<file path="src/hdl/axil_mem_defs.svh">
`ifndef AXIL_MEM_DEFS_SVH
`define AXIL_MEM_DEFS_SVH

// AXI4-Lite data path, one 32-bit word
`define AXIL_DATA_W 32

// Byte address width
`define AXIL_ADDR_W 32

// One strobe lane per data byte
`define AXIL_STRB_W 4

// Requester and domain ID widths
`define LCE_ID_W 4
`define DID_W 3

// Target depth in 32-bit words, addresses wrap modulo this
`define MEM_WORDS 64

`endif

</file>
<file path="src/hdl/axil_mem_pkg.sv">
`default_nettype none

`include "axil_mem_defs.svh"

package axil_mem_pkg;

  // Uncached message types
  typedef enum logic {
    e_uc_rd = 1'b0,
    e_uc_wr = 1'b1
  } msg_type_e;

  // Log2 of the access size in bytes
  typedef enum logic [1:0] {
    e_size_1 = 2'd0,
    e_size_2 = 2'd1,
    e_size_4 = 2'd2
  } msg_size_e;

  // Request header on the forward channel
  typedef struct packed {
    msg_type_e               msg_type;
    msg_size_e               size;
    logic [`AXIL_ADDR_W-1:0] addr;
    logic [`LCE_ID_W-1:0]    lce_id;
    logic [`DID_W-1:0]       did;
  } mem_fwd_header_s;

  // Response header, fields echoed from the request
  typedef struct packed {
    msg_type_e               msg_type;
    msg_size_e               size;
    logic [`AXIL_ADDR_W-1:0] addr;
    logic [`LCE_ID_W-1:0]    lce_id;
    logic [`DID_W-1:0]       did;
  } mem_rev_header_s;

endpackage

`default_nettype wire

</file>
<file path="src/hdl/mem_msg_if.sv">
`timescale 1ns/1ps
`default_nettype none

`include "axil_mem_defs.svh"

// One message channel, header plus one data word
interface mem_msg_if #(
  parameter type header_t = logic
) ();

  header_t                 header;
  logic [`AXIL_DATA_W-1:0] data;
  logic                    v;
  logic                    ready_and;

  // Transfer on a rising edge with v and ready_and both high
  modport sender (
    output header,
    output data,
    output v,
    input  ready_and
  );

  modport receiver (
    input  header,
    input  data,
    input  v,
    output ready_and
  );

endinterface

`default_nettype wire

</file>
<file path="src/hdl/axil_fifo_client.sv">
`timescale 1ns/1ps
`default_nettype none

`include "axil_mem_defs.svh"

module axil_fifo_client (
  input  wire                      clk_i,
  input  wire                      arst_n_i,
  // AXI4-Lite client side
  input  wire [`AXIL_ADDR_W-1:0]   s_axil_awaddr_i,
  input  wire                      s_axil_awvalid_i,
  output logic                     s_axil_awready_o,
  input  wire [`AXIL_DATA_W-1:0]   s_axil_wdata_i,
  input  wire [`AXIL_STRB_W-1:0]   s_axil_wstrb_i,
  input  wire                      s_axil_wvalid_i,
  output logic                     s_axil_wready_o,
  output logic [1:0]               s_axil_bresp_o,
  output logic                     s_axil_bvalid_o,
  input  wire                      s_axil_bready_i,
  input  wire [`AXIL_ADDR_W-1:0]   s_axil_araddr_i,
  input  wire                      s_axil_arvalid_i,
  output logic                     s_axil_arready_o,
  output logic [`AXIL_DATA_W-1:0]  s_axil_rdata_o,
  output logic [1:0]               s_axil_rresp_o,
  output logic                     s_axil_rvalid_o,
  input  wire                      s_axil_rready_i,
  // Request toward the memory client
  output logic [`AXIL_DATA_W-1:0]  data_o,
  output logic [`AXIL_ADDR_W-1:0]  addr_o,
  output logic                     v_o,
  output logic                     w_o,
  output logic [`AXIL_STRB_W-1:0]  wmask_o,
  input  wire                      ready_and_i,
  // Response from the memory client
  input  wire [`AXIL_DATA_W-1:0]   data_i,
  input  wire                      v_i,
  output logic                     ready_and_o
);

  typedef enum logic [1:0] {
    e_idle,
    e_req,
    e_wait,
    e_resp
  } state_e;

  state_e                  state_q;
  logic                    wr_accept;
  logic                    rd_accept;
  logic                    resp_done;
  logic [`AXIL_DATA_W-1:0] wdata_q;
  logic [`AXIL_ADDR_W-1:0] addr_q;
  logic [`AXIL_STRB_W-1:0] wmask_q;
  logic                    w_q;
  logic [`AXIL_DATA_W-1:0] rdata_q;

  // Write wins over a read offered in the same cycle
  assign wr_accept = (state_q == e_idle) && s_axil_awvalid_i && s_axil_wvalid_i;
  assign rd_accept = (state_q == e_idle) && s_axil_arvalid_i
                     && !s_axil_awvalid_i && !s_axil_wvalid_i;
  assign resp_done = w_q ? s_axil_bready_i : s_axil_rready_i;

  assign s_axil_awready_o = wr_accept;
  assign s_axil_wready_o  = wr_accept;
  assign s_axil_arready_o = rd_accept;

  always_ff @(posedge clk_i or negedge arst_n_i) begin
    if (!arst_n_i) begin
      state_q <= e_idle;
    end else begin
      case (state_q)
        e_idle:  if (wr_accept || rd_accept) state_q <= e_req;
        e_req:   if (ready_and_i) state_q <= e_wait;
        e_wait:  if (v_i) state_q <= e_resp;
        default: if (resp_done) state_q <= e_idle;
      endcase
    end
  end

  // Latched transaction and returned read data
  always_ff @(posedge clk_i) begin
    if (wr_accept) begin
      addr_q  <= s_axil_awaddr_i;
      wdata_q <= s_axil_wdata_i;
      wmask_q <= s_axil_wstrb_i;
      w_q     <= 1'b1;
    end else if (rd_accept) begin
      addr_q  <= s_axil_araddr_i;
      wmask_q <= '0;
      w_q     <= 1'b0;
    end
    if ((state_q == e_wait) && v_i) begin
      rdata_q <= data_i;
    end
  end

  assign data_o      = wdata_q;
  assign addr_o      = addr_q;
  assign w_o         = w_q;
  assign wmask_o     = wmask_q;
  assign v_o         = (state_q == e_req);
  assign ready_and_o = (state_q == e_wait);

  // Responses are always OKAY
  assign s_axil_bresp_o  = 2'b00;
  assign s_axil_rresp_o  = 2'b00;
  assign s_axil_bvalid_o = (state_q == e_resp) && w_q;
  assign s_axil_rvalid_o = (state_q == e_resp) && !w_q;
  assign s_axil_rdata_o  = rdata_q;

endmodule

`default_nettype wire

</file>
<file path="src/hdl/axil_mem_client.sv">
`timescale 1ns/1ps
`default_nettype none

`include "axil_mem_defs.svh"

module axil_mem_client (
  input  wire [`LCE_ID_W-1:0]     lce_id_i,
  input  wire [`DID_W-1:0]        did_i,
  // Request from the AXI client
  input  wire [`AXIL_DATA_W-1:0]  data_i,
  input  wire [`AXIL_ADDR_W-1:0]  addr_i,
  input  wire                     v_i,
  input  wire                     w_i,
  input  wire [`AXIL_STRB_W-1:0]  wmask_i,
  output logic                    ready_and_o,
  // Response back to the AXI client
  output logic [`AXIL_DATA_W-1:0] data_o,
  output logic                    v_o,
  input  wire                     ready_and_i,
  // Message channels
  mem_msg_if.sender               mem_fwd,
  mem_msg_if.receiver             mem_rev
);

  axil_mem_pkg::mem_fwd_header_s fwd_header;

  always_comb begin
    fwd_header        = '0;
    fwd_header.lce_id = lce_id_i;
    fwd_header.did    = did_i;
    fwd_header.addr   = addr_i;
    fwd_header.msg_type = w_i ? axil_mem_pkg::e_uc_wr : axil_mem_pkg::e_uc_rd;
    if (!w_i) begin
      // Reads fetch the full word
      fwd_header.size = axil_mem_pkg::e_size_4;
    end else begin
      case (wmask_i)
        4'h1, 4'h2, 4'h4, 4'h8: fwd_header.size = axil_mem_pkg::e_size_1;
        4'h3, 4'hC:             fwd_header.size = axil_mem_pkg::e_size_2;
        // Odd patterns fall back to a full word write
        default:                fwd_header.size = axil_mem_pkg::e_size_4;
      endcase
    end
  end

  // Forward path
  assign mem_fwd.header = fwd_header;
  assign mem_fwd.data   = data_i;
  assign mem_fwd.v      = v_i;
  assign ready_and_o    = mem_fwd.ready_and;

  // Reverse path
  assign data_o            = mem_rev.data;
  assign v_o               = mem_rev.v;
  assign mem_rev.ready_and = ready_and_i;

endmodule

`default_nettype wire

</file>
<file path="src/hdl/uc_mem_target.sv">
`timescale 1ns/1ps
`default_nettype none

`include "axil_mem_defs.svh"

module uc_mem_target (
  input  wire         clk_i,
  input  wire         arst_n_i,
  mem_msg_if.receiver mem_fwd,
  mem_msg_if.sender   mem_rev
);

  localparam int IDX_W = $clog2(`MEM_WORDS);

  axil_mem_pkg::mem_fwd_header_s fwd_header;
  axil_mem_pkg::mem_rev_header_s rev_header_q;

  // Word storage split into byte lanes
  logic [`AXIL_STRB_W-1:0][7:0] mem_q [`MEM_WORDS];
  logic [`AXIL_DATA_W-1:0]      rdata_q;
  logic                         rev_v_q;
  logic                         fwd_xfer;
  logic [IDX_W-1:0]             word_idx;
  logic [1:0]                   lane;
  logic [`AXIL_STRB_W-1:0]      lane_mask;

  assign fwd_header = mem_fwd.header;
  assign fwd_xfer   = mem_fwd.v && mem_fwd.ready_and;
  // Upper address bits beyond the depth are dropped
  assign word_idx   = fwd_header.addr[2 +: IDX_W];
  assign lane       = fwd_header.addr[1:0];

  // Lanes written, 2^size bytes from the addressed lane
  always_comb begin
    case (fwd_header.size)
      axil_mem_pkg::e_size_1: lane_mask = 4'b0001 << lane;
      axil_mem_pkg::e_size_2: lane_mask = 4'b0011 << lane;
      default:                lane_mask = 4'b1111;
    endcase
  end

  always_ff @(posedge clk_i) begin
    if (fwd_xfer && (fwd_header.msg_type == axil_mem_pkg::e_uc_wr)) begin
      for (int b = 0; b < `AXIL_STRB_W; b++) begin
        if (lane_mask[b]) begin
          mem_q[word_idx][b] <= mem_fwd.data[8*b +: 8];
        end
      end
    end
  end

  // Response payload, the aligned word and the echoed header
  always_ff @(posedge clk_i) begin
    if (fwd_xfer) begin
      rdata_q               <= mem_q[word_idx];
      rev_header_q.msg_type <= fwd_header.msg_type;
      rev_header_q.size     <= fwd_header.size;
      rev_header_q.addr     <= fwd_header.addr;
      rev_header_q.lce_id   <= fwd_header.lce_id;
      rev_header_q.did      <= fwd_header.did;
    end
  end

  // One response held at a time
  always_ff @(posedge clk_i or negedge arst_n_i) begin
    if (!arst_n_i) begin
      rev_v_q <= 1'b0;
    end else if (fwd_xfer) begin
      rev_v_q <= 1'b1;
    end else if (mem_rev.ready_and) begin
      rev_v_q <= 1'b0;
    end
  end

  assign mem_fwd.ready_and = !rev_v_q;
  assign mem_rev.v         = rev_v_q;
  assign mem_rev.header    = rev_header_q;
  assign mem_rev.data      = rdata_q;

endmodule

`default_nettype wire

</file>
<file path="src/hdl/axil_mem_top.sv">
`timescale 1ns/1ps
`default_nettype none

`include "axil_mem_defs.svh"

module axil_mem_top (
  input  wire                      clk_i,
  input  wire                      arst_n_i,
  input  wire [`LCE_ID_W-1:0]      lce_id_i,
  input  wire [`DID_W-1:0]         did_i,
  input  wire [`AXIL_ADDR_W-1:0]   s_axil_awaddr_i,
  input  wire                      s_axil_awvalid_i,
  output logic                     s_axil_awready_o,
  input  wire [`AXIL_DATA_W-1:0]   s_axil_wdata_i,
  input  wire [`AXIL_STRB_W-1:0]   s_axil_wstrb_i,
  input  wire                      s_axil_wvalid_i,
  output logic                     s_axil_wready_o,
  output logic [1:0]               s_axil_bresp_o,
  output logic                     s_axil_bvalid_o,
  input  wire                      s_axil_bready_i,
  input  wire [`AXIL_ADDR_W-1:0]   s_axil_araddr_i,
  input  wire                      s_axil_arvalid_i,
  output logic                     s_axil_arready_o,
  output logic [`AXIL_DATA_W-1:0]  s_axil_rdata_o,
  output logic [1:0]               s_axil_rresp_o,
  output logic                     s_axil_rvalid_o,
  input  wire                      s_axil_rready_i
);

  // Request and response between the AXI client and the header builder
  logic [`AXIL_DATA_W-1:0] req_data;
  logic [`AXIL_ADDR_W-1:0] req_addr;
  logic                    req_v;
  logic                    req_w;
  logic [`AXIL_STRB_W-1:0] req_wmask;
  logic                    req_ready_and;
  logic [`AXIL_DATA_W-1:0] resp_data;
  logic                    resp_v;
  logic                    resp_ready_and;

  mem_msg_if #(.header_t(axil_mem_pkg::mem_fwd_header_s)) fwd_if ();
  mem_msg_if #(.header_t(axil_mem_pkg::mem_rev_header_s)) rev_if ();

  axil_fifo_client u_fifo_client (
    .clk_i,
    .arst_n_i,
    .s_axil_awaddr_i, .s_axil_awvalid_i, .s_axil_awready_o,
    .s_axil_wdata_i, .s_axil_wstrb_i, .s_axil_wvalid_i, .s_axil_wready_o,
    .s_axil_bresp_o, .s_axil_bvalid_o, .s_axil_bready_i,
    .s_axil_araddr_i, .s_axil_arvalid_i, .s_axil_arready_o,
    .s_axil_rdata_o, .s_axil_rresp_o, .s_axil_rvalid_o, .s_axil_rready_i,
    .data_o      (req_data),
    .addr_o      (req_addr),
    .v_o         (req_v),
    .w_o         (req_w),
    .wmask_o     (req_wmask),
    .ready_and_i (req_ready_and),
    .data_i      (resp_data),
    .v_i         (resp_v),
    .ready_and_o (resp_ready_and)
  );

  axil_mem_client u_mem_client (
    .lce_id_i,
    .did_i,
    .data_i      (req_data),
    .addr_i      (req_addr),
    .v_i         (req_v),
    .w_i         (req_w),
    .wmask_i     (req_wmask),
    .ready_and_o (req_ready_and),
    .data_o      (resp_data),
    .v_o         (resp_v),
    .ready_and_i (resp_ready_and),
    .mem_fwd     (fwd_if.sender),
    .mem_rev     (rev_if.receiver)
  );

  uc_mem_target u_mem_target (
    .clk_i,
    .arst_n_i,
    .mem_fwd (fwd_if.receiver),
    .mem_rev (rev_if.sender)
  );

endmodule

`default_nettype wire

</file>
<file path="config.mk">
export PLATFORM = sky130hd
export DESIGN_NAME = axil_mem_top
export DESIGN_NICKNAME = d
export VERILOG_FILES = /design/src/hdl/axil_mem_pkg.sv /design/src/hdl/mem_msg_if.sv /design/src/hdl/axil_fifo_client.sv /design/src/hdl/axil_mem_client.sv /design/src/hdl/uc_mem_target.sv /design/src/hdl/axil_mem_top.sv
export VERILOG_INCLUDE_DIRS = /design/src /design/src/hdl
export SDC_FILE = /design/constraint.sdc
export NUM_CORES = 2
export LEC_CHECK = 0
export BUFFER_PORTS_ARGS = -buffer_cell sky130_fd_sc_hd__buf_2
export CAP_MARGIN = 20
export CORE_MARGIN = 3
export CORE_UTILIZATION = 40
export CTS_BUF_LIST = sky130_fd_sc_hd__clkbuf_4 sky130_fd_sc_hd__clkbuf_8
export DETAILED_ROUTE_END_ITERATION = 12
export SYNTH_ARGS = -nofsm -noshare
export SYNTH_HDL_FRONTEND = slang
export SYNTH_HIERARCHICAL = 1
export SYNTH_SLANG_ARGS = --single-unit
</file>
<file path="constraint.sdc">
create_clock -name clk_i -period 11.3 [get_ports clk_i]
set_clock_uncertainty 0.2 [all_clocks]
set_input_delay 1.695 -clock clk_i [delete_from_list [all_inputs] [get_ports clk_i]]
set_output_delay 1.695 -clock clk_i [all_outputs]
set_load 0.1 [all_outputs]
</file>
==> PnR_summary.wiki <==
{| class="wikitable"
! Metric !! Value
|-
| Outcome || complete, no violations
|-
| Proportion of power drawn by the clock network || 35.4%
|-
| Mapped cell area || 83700 um^2
|-
| Antenna viol nets, final || 0
|-
| Count of mapped cells out of synthesis || 5045
|-
| Headroom to the max-slew limit || 18.4%
|-
| Endpoint of the worst setup timing path || u_mem_target/mem_rev.data[22]
|-
| Highest Clock Rate || 0.168 GHz
|-
| CP max FO || 46
|-
| Via count || 49.9k
|-
| Int Pwr || 12.9 mW
|-
| I/O pin count || 155
|-
| Cell depth of the worst flop-to-flop path || 9
|-
| Slowest library cell on the worst path || sky130_fd_sc_hd__nor4_1
|-
| Start of the worst register-to-register path || u_fifo_client/addr_o[3]
|-
| Path type of the worst setup path || flop to flop
|-
| Vias per Instance || 6.08
|-
| Die Span X || 463 um
|-
| Global route total overflow || 0
|-
| Type of the tightest min-delay check || flop to flop
|-
| Cell family with the largest share of critical-path delay || simple AND/OR/NAND/NOR gates
|-
| Final critical delay including setup and external delays || 5.95 ns
|-
| Number of buffers and inverters on the critical path || 4
|-
| PnR worst setup slack || 5.35 ns
|-
| Max Transition Viols Final || 0
|-
| Sinks on Clock Net || 2160
|-
| Global routing usage summed across all routing layers || 23.3%
|-
| Num rows || 167
|-
| Post-Place Setup Slack || 5.55 ns
|-
| Most common cell on crit path || sky130_fd_sc_hd__buf_4
|-
| Area Growth Syn to Fin || 10.8%
|-
| Fraction of the cycle the final worst path needs || 52.7%
|-
| Vias in the first global route || 48.0k
|-
| Endpoint required time on the critical path || 11.78 ns
|-
| Nets@finish || 5279
|-
| Pin count of the biggest net entering global routing || 118
|-
| Clock-pin slew on the worst setup and hold paths || 0.06 ns
|-
| Power share of the combinational group || 13.2%
|-
| Minimum setup slack among reg-to-reg paths || 5.35 ns
|-
| Post-detailed-route DRC marker count || 0
|-
| Die area || 215000 um^2
|-
| # Max-Cap Violations || 0
|-
| CTS buffer count || 348
|-
| Crit-path max cell delay || 0.99 ns
|-
| Yosys warning total || 6
|-
| Maximum root-to-sink buffer count || 4
|-
| Average routed wire per standard cell || 31.3 um
|-
| Clk Tree Root Cell || sky130_fd_sc_hd__clkbuf_8
|-
| Min-Delay Startpoint || u_mem_target/mem_rev.data[30]
|-
| WP data arrival || 6.43 ns
|-
| Drt total wl || 257000 um
|-
| Fraction of power spent switching nets || 27.3%
|-
| Detail Placement HPWL || 151000 um
|-
| Part of the total power dissipated in sequential elements || 51.4%
|-
| Number of stages on the worst setup path || 9
|-
| RSZ-0062 raised after global routing || false
|-
| Setup_tns || 0 ns
|-
| GP Congestion || 0.851
|-
| Finish-stage setup viols || 0
|-
| Cell-by-cell trace of the critical path || buf_4, buf_4, buf_4, inv_4, nand2_1, o22ai_1, or3_1, nor4_1, nand4_1
|-
| Number of hold buffers added after cts || 0
|-
| TritonCTS clock tree || done
|-
| Die height || 463 um
|-
| Power dissipated by switching net loads || 4.85 mW
|-
| Startpoint class of the critical path || flop
|-
| Buffers added on ports || 95
|-
| Total of cells resized after clock tree synthesis || 0
|-
| Post-CTS Setup Inserts || 0
|-
| Later-pin clock latency in the skew report || 1.03 ns
|-
| Antenna violations before repair || 24
|-
| Count of routing violations after the opening detailed-route iteration || 6216
|-
| Post-synthesis area per instance || 16.6 um^2
|-
| Placeable core region || 208000 um^2
|-
| Start point of the critical path || u_fifo_client/addr_o[3]
|-
| Cell leakage power || 29.1 nW
|-
| Slew at the pin with the worst max-slew slack || 1.22 ns
|-
| Wire length of the first global-routing pass || 359000 um
|-
| Reg2Reg Capture Point || u_mem_target/mem_rev.data[22]
|-
| Areal power density over the cells || 192 nW/um^2
|-
| Share of final-layout standard cells stronger than drive strength 1 || 16.9%
|-
| Initial core utilization || 40.3%
|-
| Number of search-and-repair iterations in the first detailed-routing pass || 7
|-
| Maximum ir drop on the vdd rail || 0.000137 V
|-
| Crit end category || flop
|-
| Count of final hold-check violations || 0
|-
| Number of H-tree levels || 5
|}
==> cell type report <==
| class | instances | area [um^2] |
|---|---|---|
| Clock buffer | 463 | 5700 |
| Multi-Input combinational cell | 2420 | 16600 |
| Inverter | 9 | 38.8 |
| Clock inverter | 119 | 588 |
| Antenna cell | 23 | 57.6 |
| Sequential cell | 2160 | 64800 |
| Timing Repair Buffer | 222 | 1470 |
| Tap cell | 2788 | 3490 |
| Fill cell | 18200 | 115000 |
==> layer usage <==
layer  GRT usage (%)  routed length (um)  up-vias  share of wire (%)
li1                -                   -    20500                  -
met1            30.6               97500    25500                 38
met2            34.5              115000     3154                 45
met3            6.96               29800      608                 12
met4            13.0               14300       32                5.6
met5           0.134                 249        -              0.097
==> registers in the layout, indices dropped and copies added (netlist names) <==
| name | cells |
|---|---|
| u_mem_target/mem_rev.v | 1 |
| u_mem_target/mem_rev.data | 32 |
| u_fifo_client/s_axil_rdata_o | 32 |
| u_fifo_client/w_o | 1 |
| u_fifo_client/addr_o | 8 |
| u_fifo_client/state_q | 2 |
| u_fifo_client/data_o | 32 |
| u_mem_target/mem_q | 2048 |
| u_fifo_client/wmask_o | 4 |
==> stage by stage <==
stage	instances	hold WS (ns)	instance area [um^2]	total power, mW	utilization [%]
3_3_place_gp	7598	0.201	86400	11.6	41.6
5_1_grt	8185	0.187	92700	18.3	44.7
2_1_floorplan	5048	0.290	83700	10.7	-
4_1_cts	8181	0.158	92700	17.8	44.6
3_5_place_dp	7599	0.205	86400	11.6	41.6
6_report	8204	0.196	92800	17.8	44.7
==> layout by cell type (no fill, tap or decap), types with 18 or more instances in the layout <==
cell type                     n
sky130_fd_sc_hd__a22oi_1    265
sky130_fd_sc_hd__o22ai_1     83
sky130_fd_sc_hd__clkinv_2    29
sky130_fd_sc_hd__nand4_1     18
sky130_fd_sc_hd__nand2b_1    18
sky130_fd_sc_hd__buf_4      123
sky130_fd_sc_hd__clkbuf_4   108
sky130_fd_sc_hd__mux2_2     103
sky130_fd_sc_hd__o21ai_0    132
sky130_fd_sc_hd__clkbuf_8   355
sky130_fd_sc_hd__a211oi_1    18
sky130_fd_sc_hd__mux4_2      22
sky130_fd_sc_hd__a21oi_1    104
sky130_fd_sc_hd__mux2i_1    202
sky130_fd_sc_hd__edfxtp_1  2156
sky130_fd_sc_hd__nand2_1    198
sky130_fd_sc_hd__a221oi_1   356
sky130_fd_sc_hd__nand3_1     58
sky130_fd_sc_hd__a31oi_1     43
sky130_fd_sc_hd__a22o_1      31
sky130_fd_sc_hd__a221o_1     27
sky130_fd_sc_hd__diode_2     23
sky130_fd_sc_hd__nor3_1      27
sky130_fd_sc_hd__buf_2       95
sky130_fd_sc_hd__nor2_1     469
sky130_fd_sc_hd__clkinv_1    80
==> worst reg2reg max path, stage by stage (launching register included) <==
cell and delay (ns):
sky130_fd_sc_hd__edfxtp_1 0.34, sky130_fd_sc_hd__buf_4 0.59, sky130_fd_sc_hd__buf_4 0.68, sky130_fd_sc_hd__buf_4 0.65, sky130_fd_sc_hd__inv_4 0.37, sky130_fd_sc_hd__nand2_1 0.74, sky130_fd_sc_hd__o22ai_1 0.26, sky130_fd_sc_hd__or3_1 0.48
sky130_fd_sc_hd__nor4_1 0.99, sky130_fd_sc_hd__nand4_1 0.29
==> how the worst min path moves through the flow <==
stage / to / slack (ns) / depth (start not counted)
2_1_floorplan: u_fifo_client/s_axil_rdata_o[0] / 0.29 / 1
3_3_place_gp: u_fifo_client/s_axil_rdata_o[22] / 0.20 / 0
3_5_place_dp: u_fifo_client/s_axil_rdata_o[20] / 0.20 / 0
4_1_cts: u_fifo_client/state_q[1] / 0.16 / 1
5_1_grt: u_fifo_client/s_axil_rdata_o[30] / 0.19 / 0
6_report: u_fifo_client/s_axil_rdata_o[30] / 0.20 / 0
==> power by group through the flow <==
stage,Sequential [mW],Combinational [mW],Clock [mW]
CTS,9.15,2.30,6.39
global route,9.15,2.42,6.75
detailed placement,9.31,2.30,0
global placement,9.31,2.27,0
floorplan,9.41,1.32,0
finish,9.14,2.34,6.29
No activity file was read; power rests on OpenSTA's default activity.
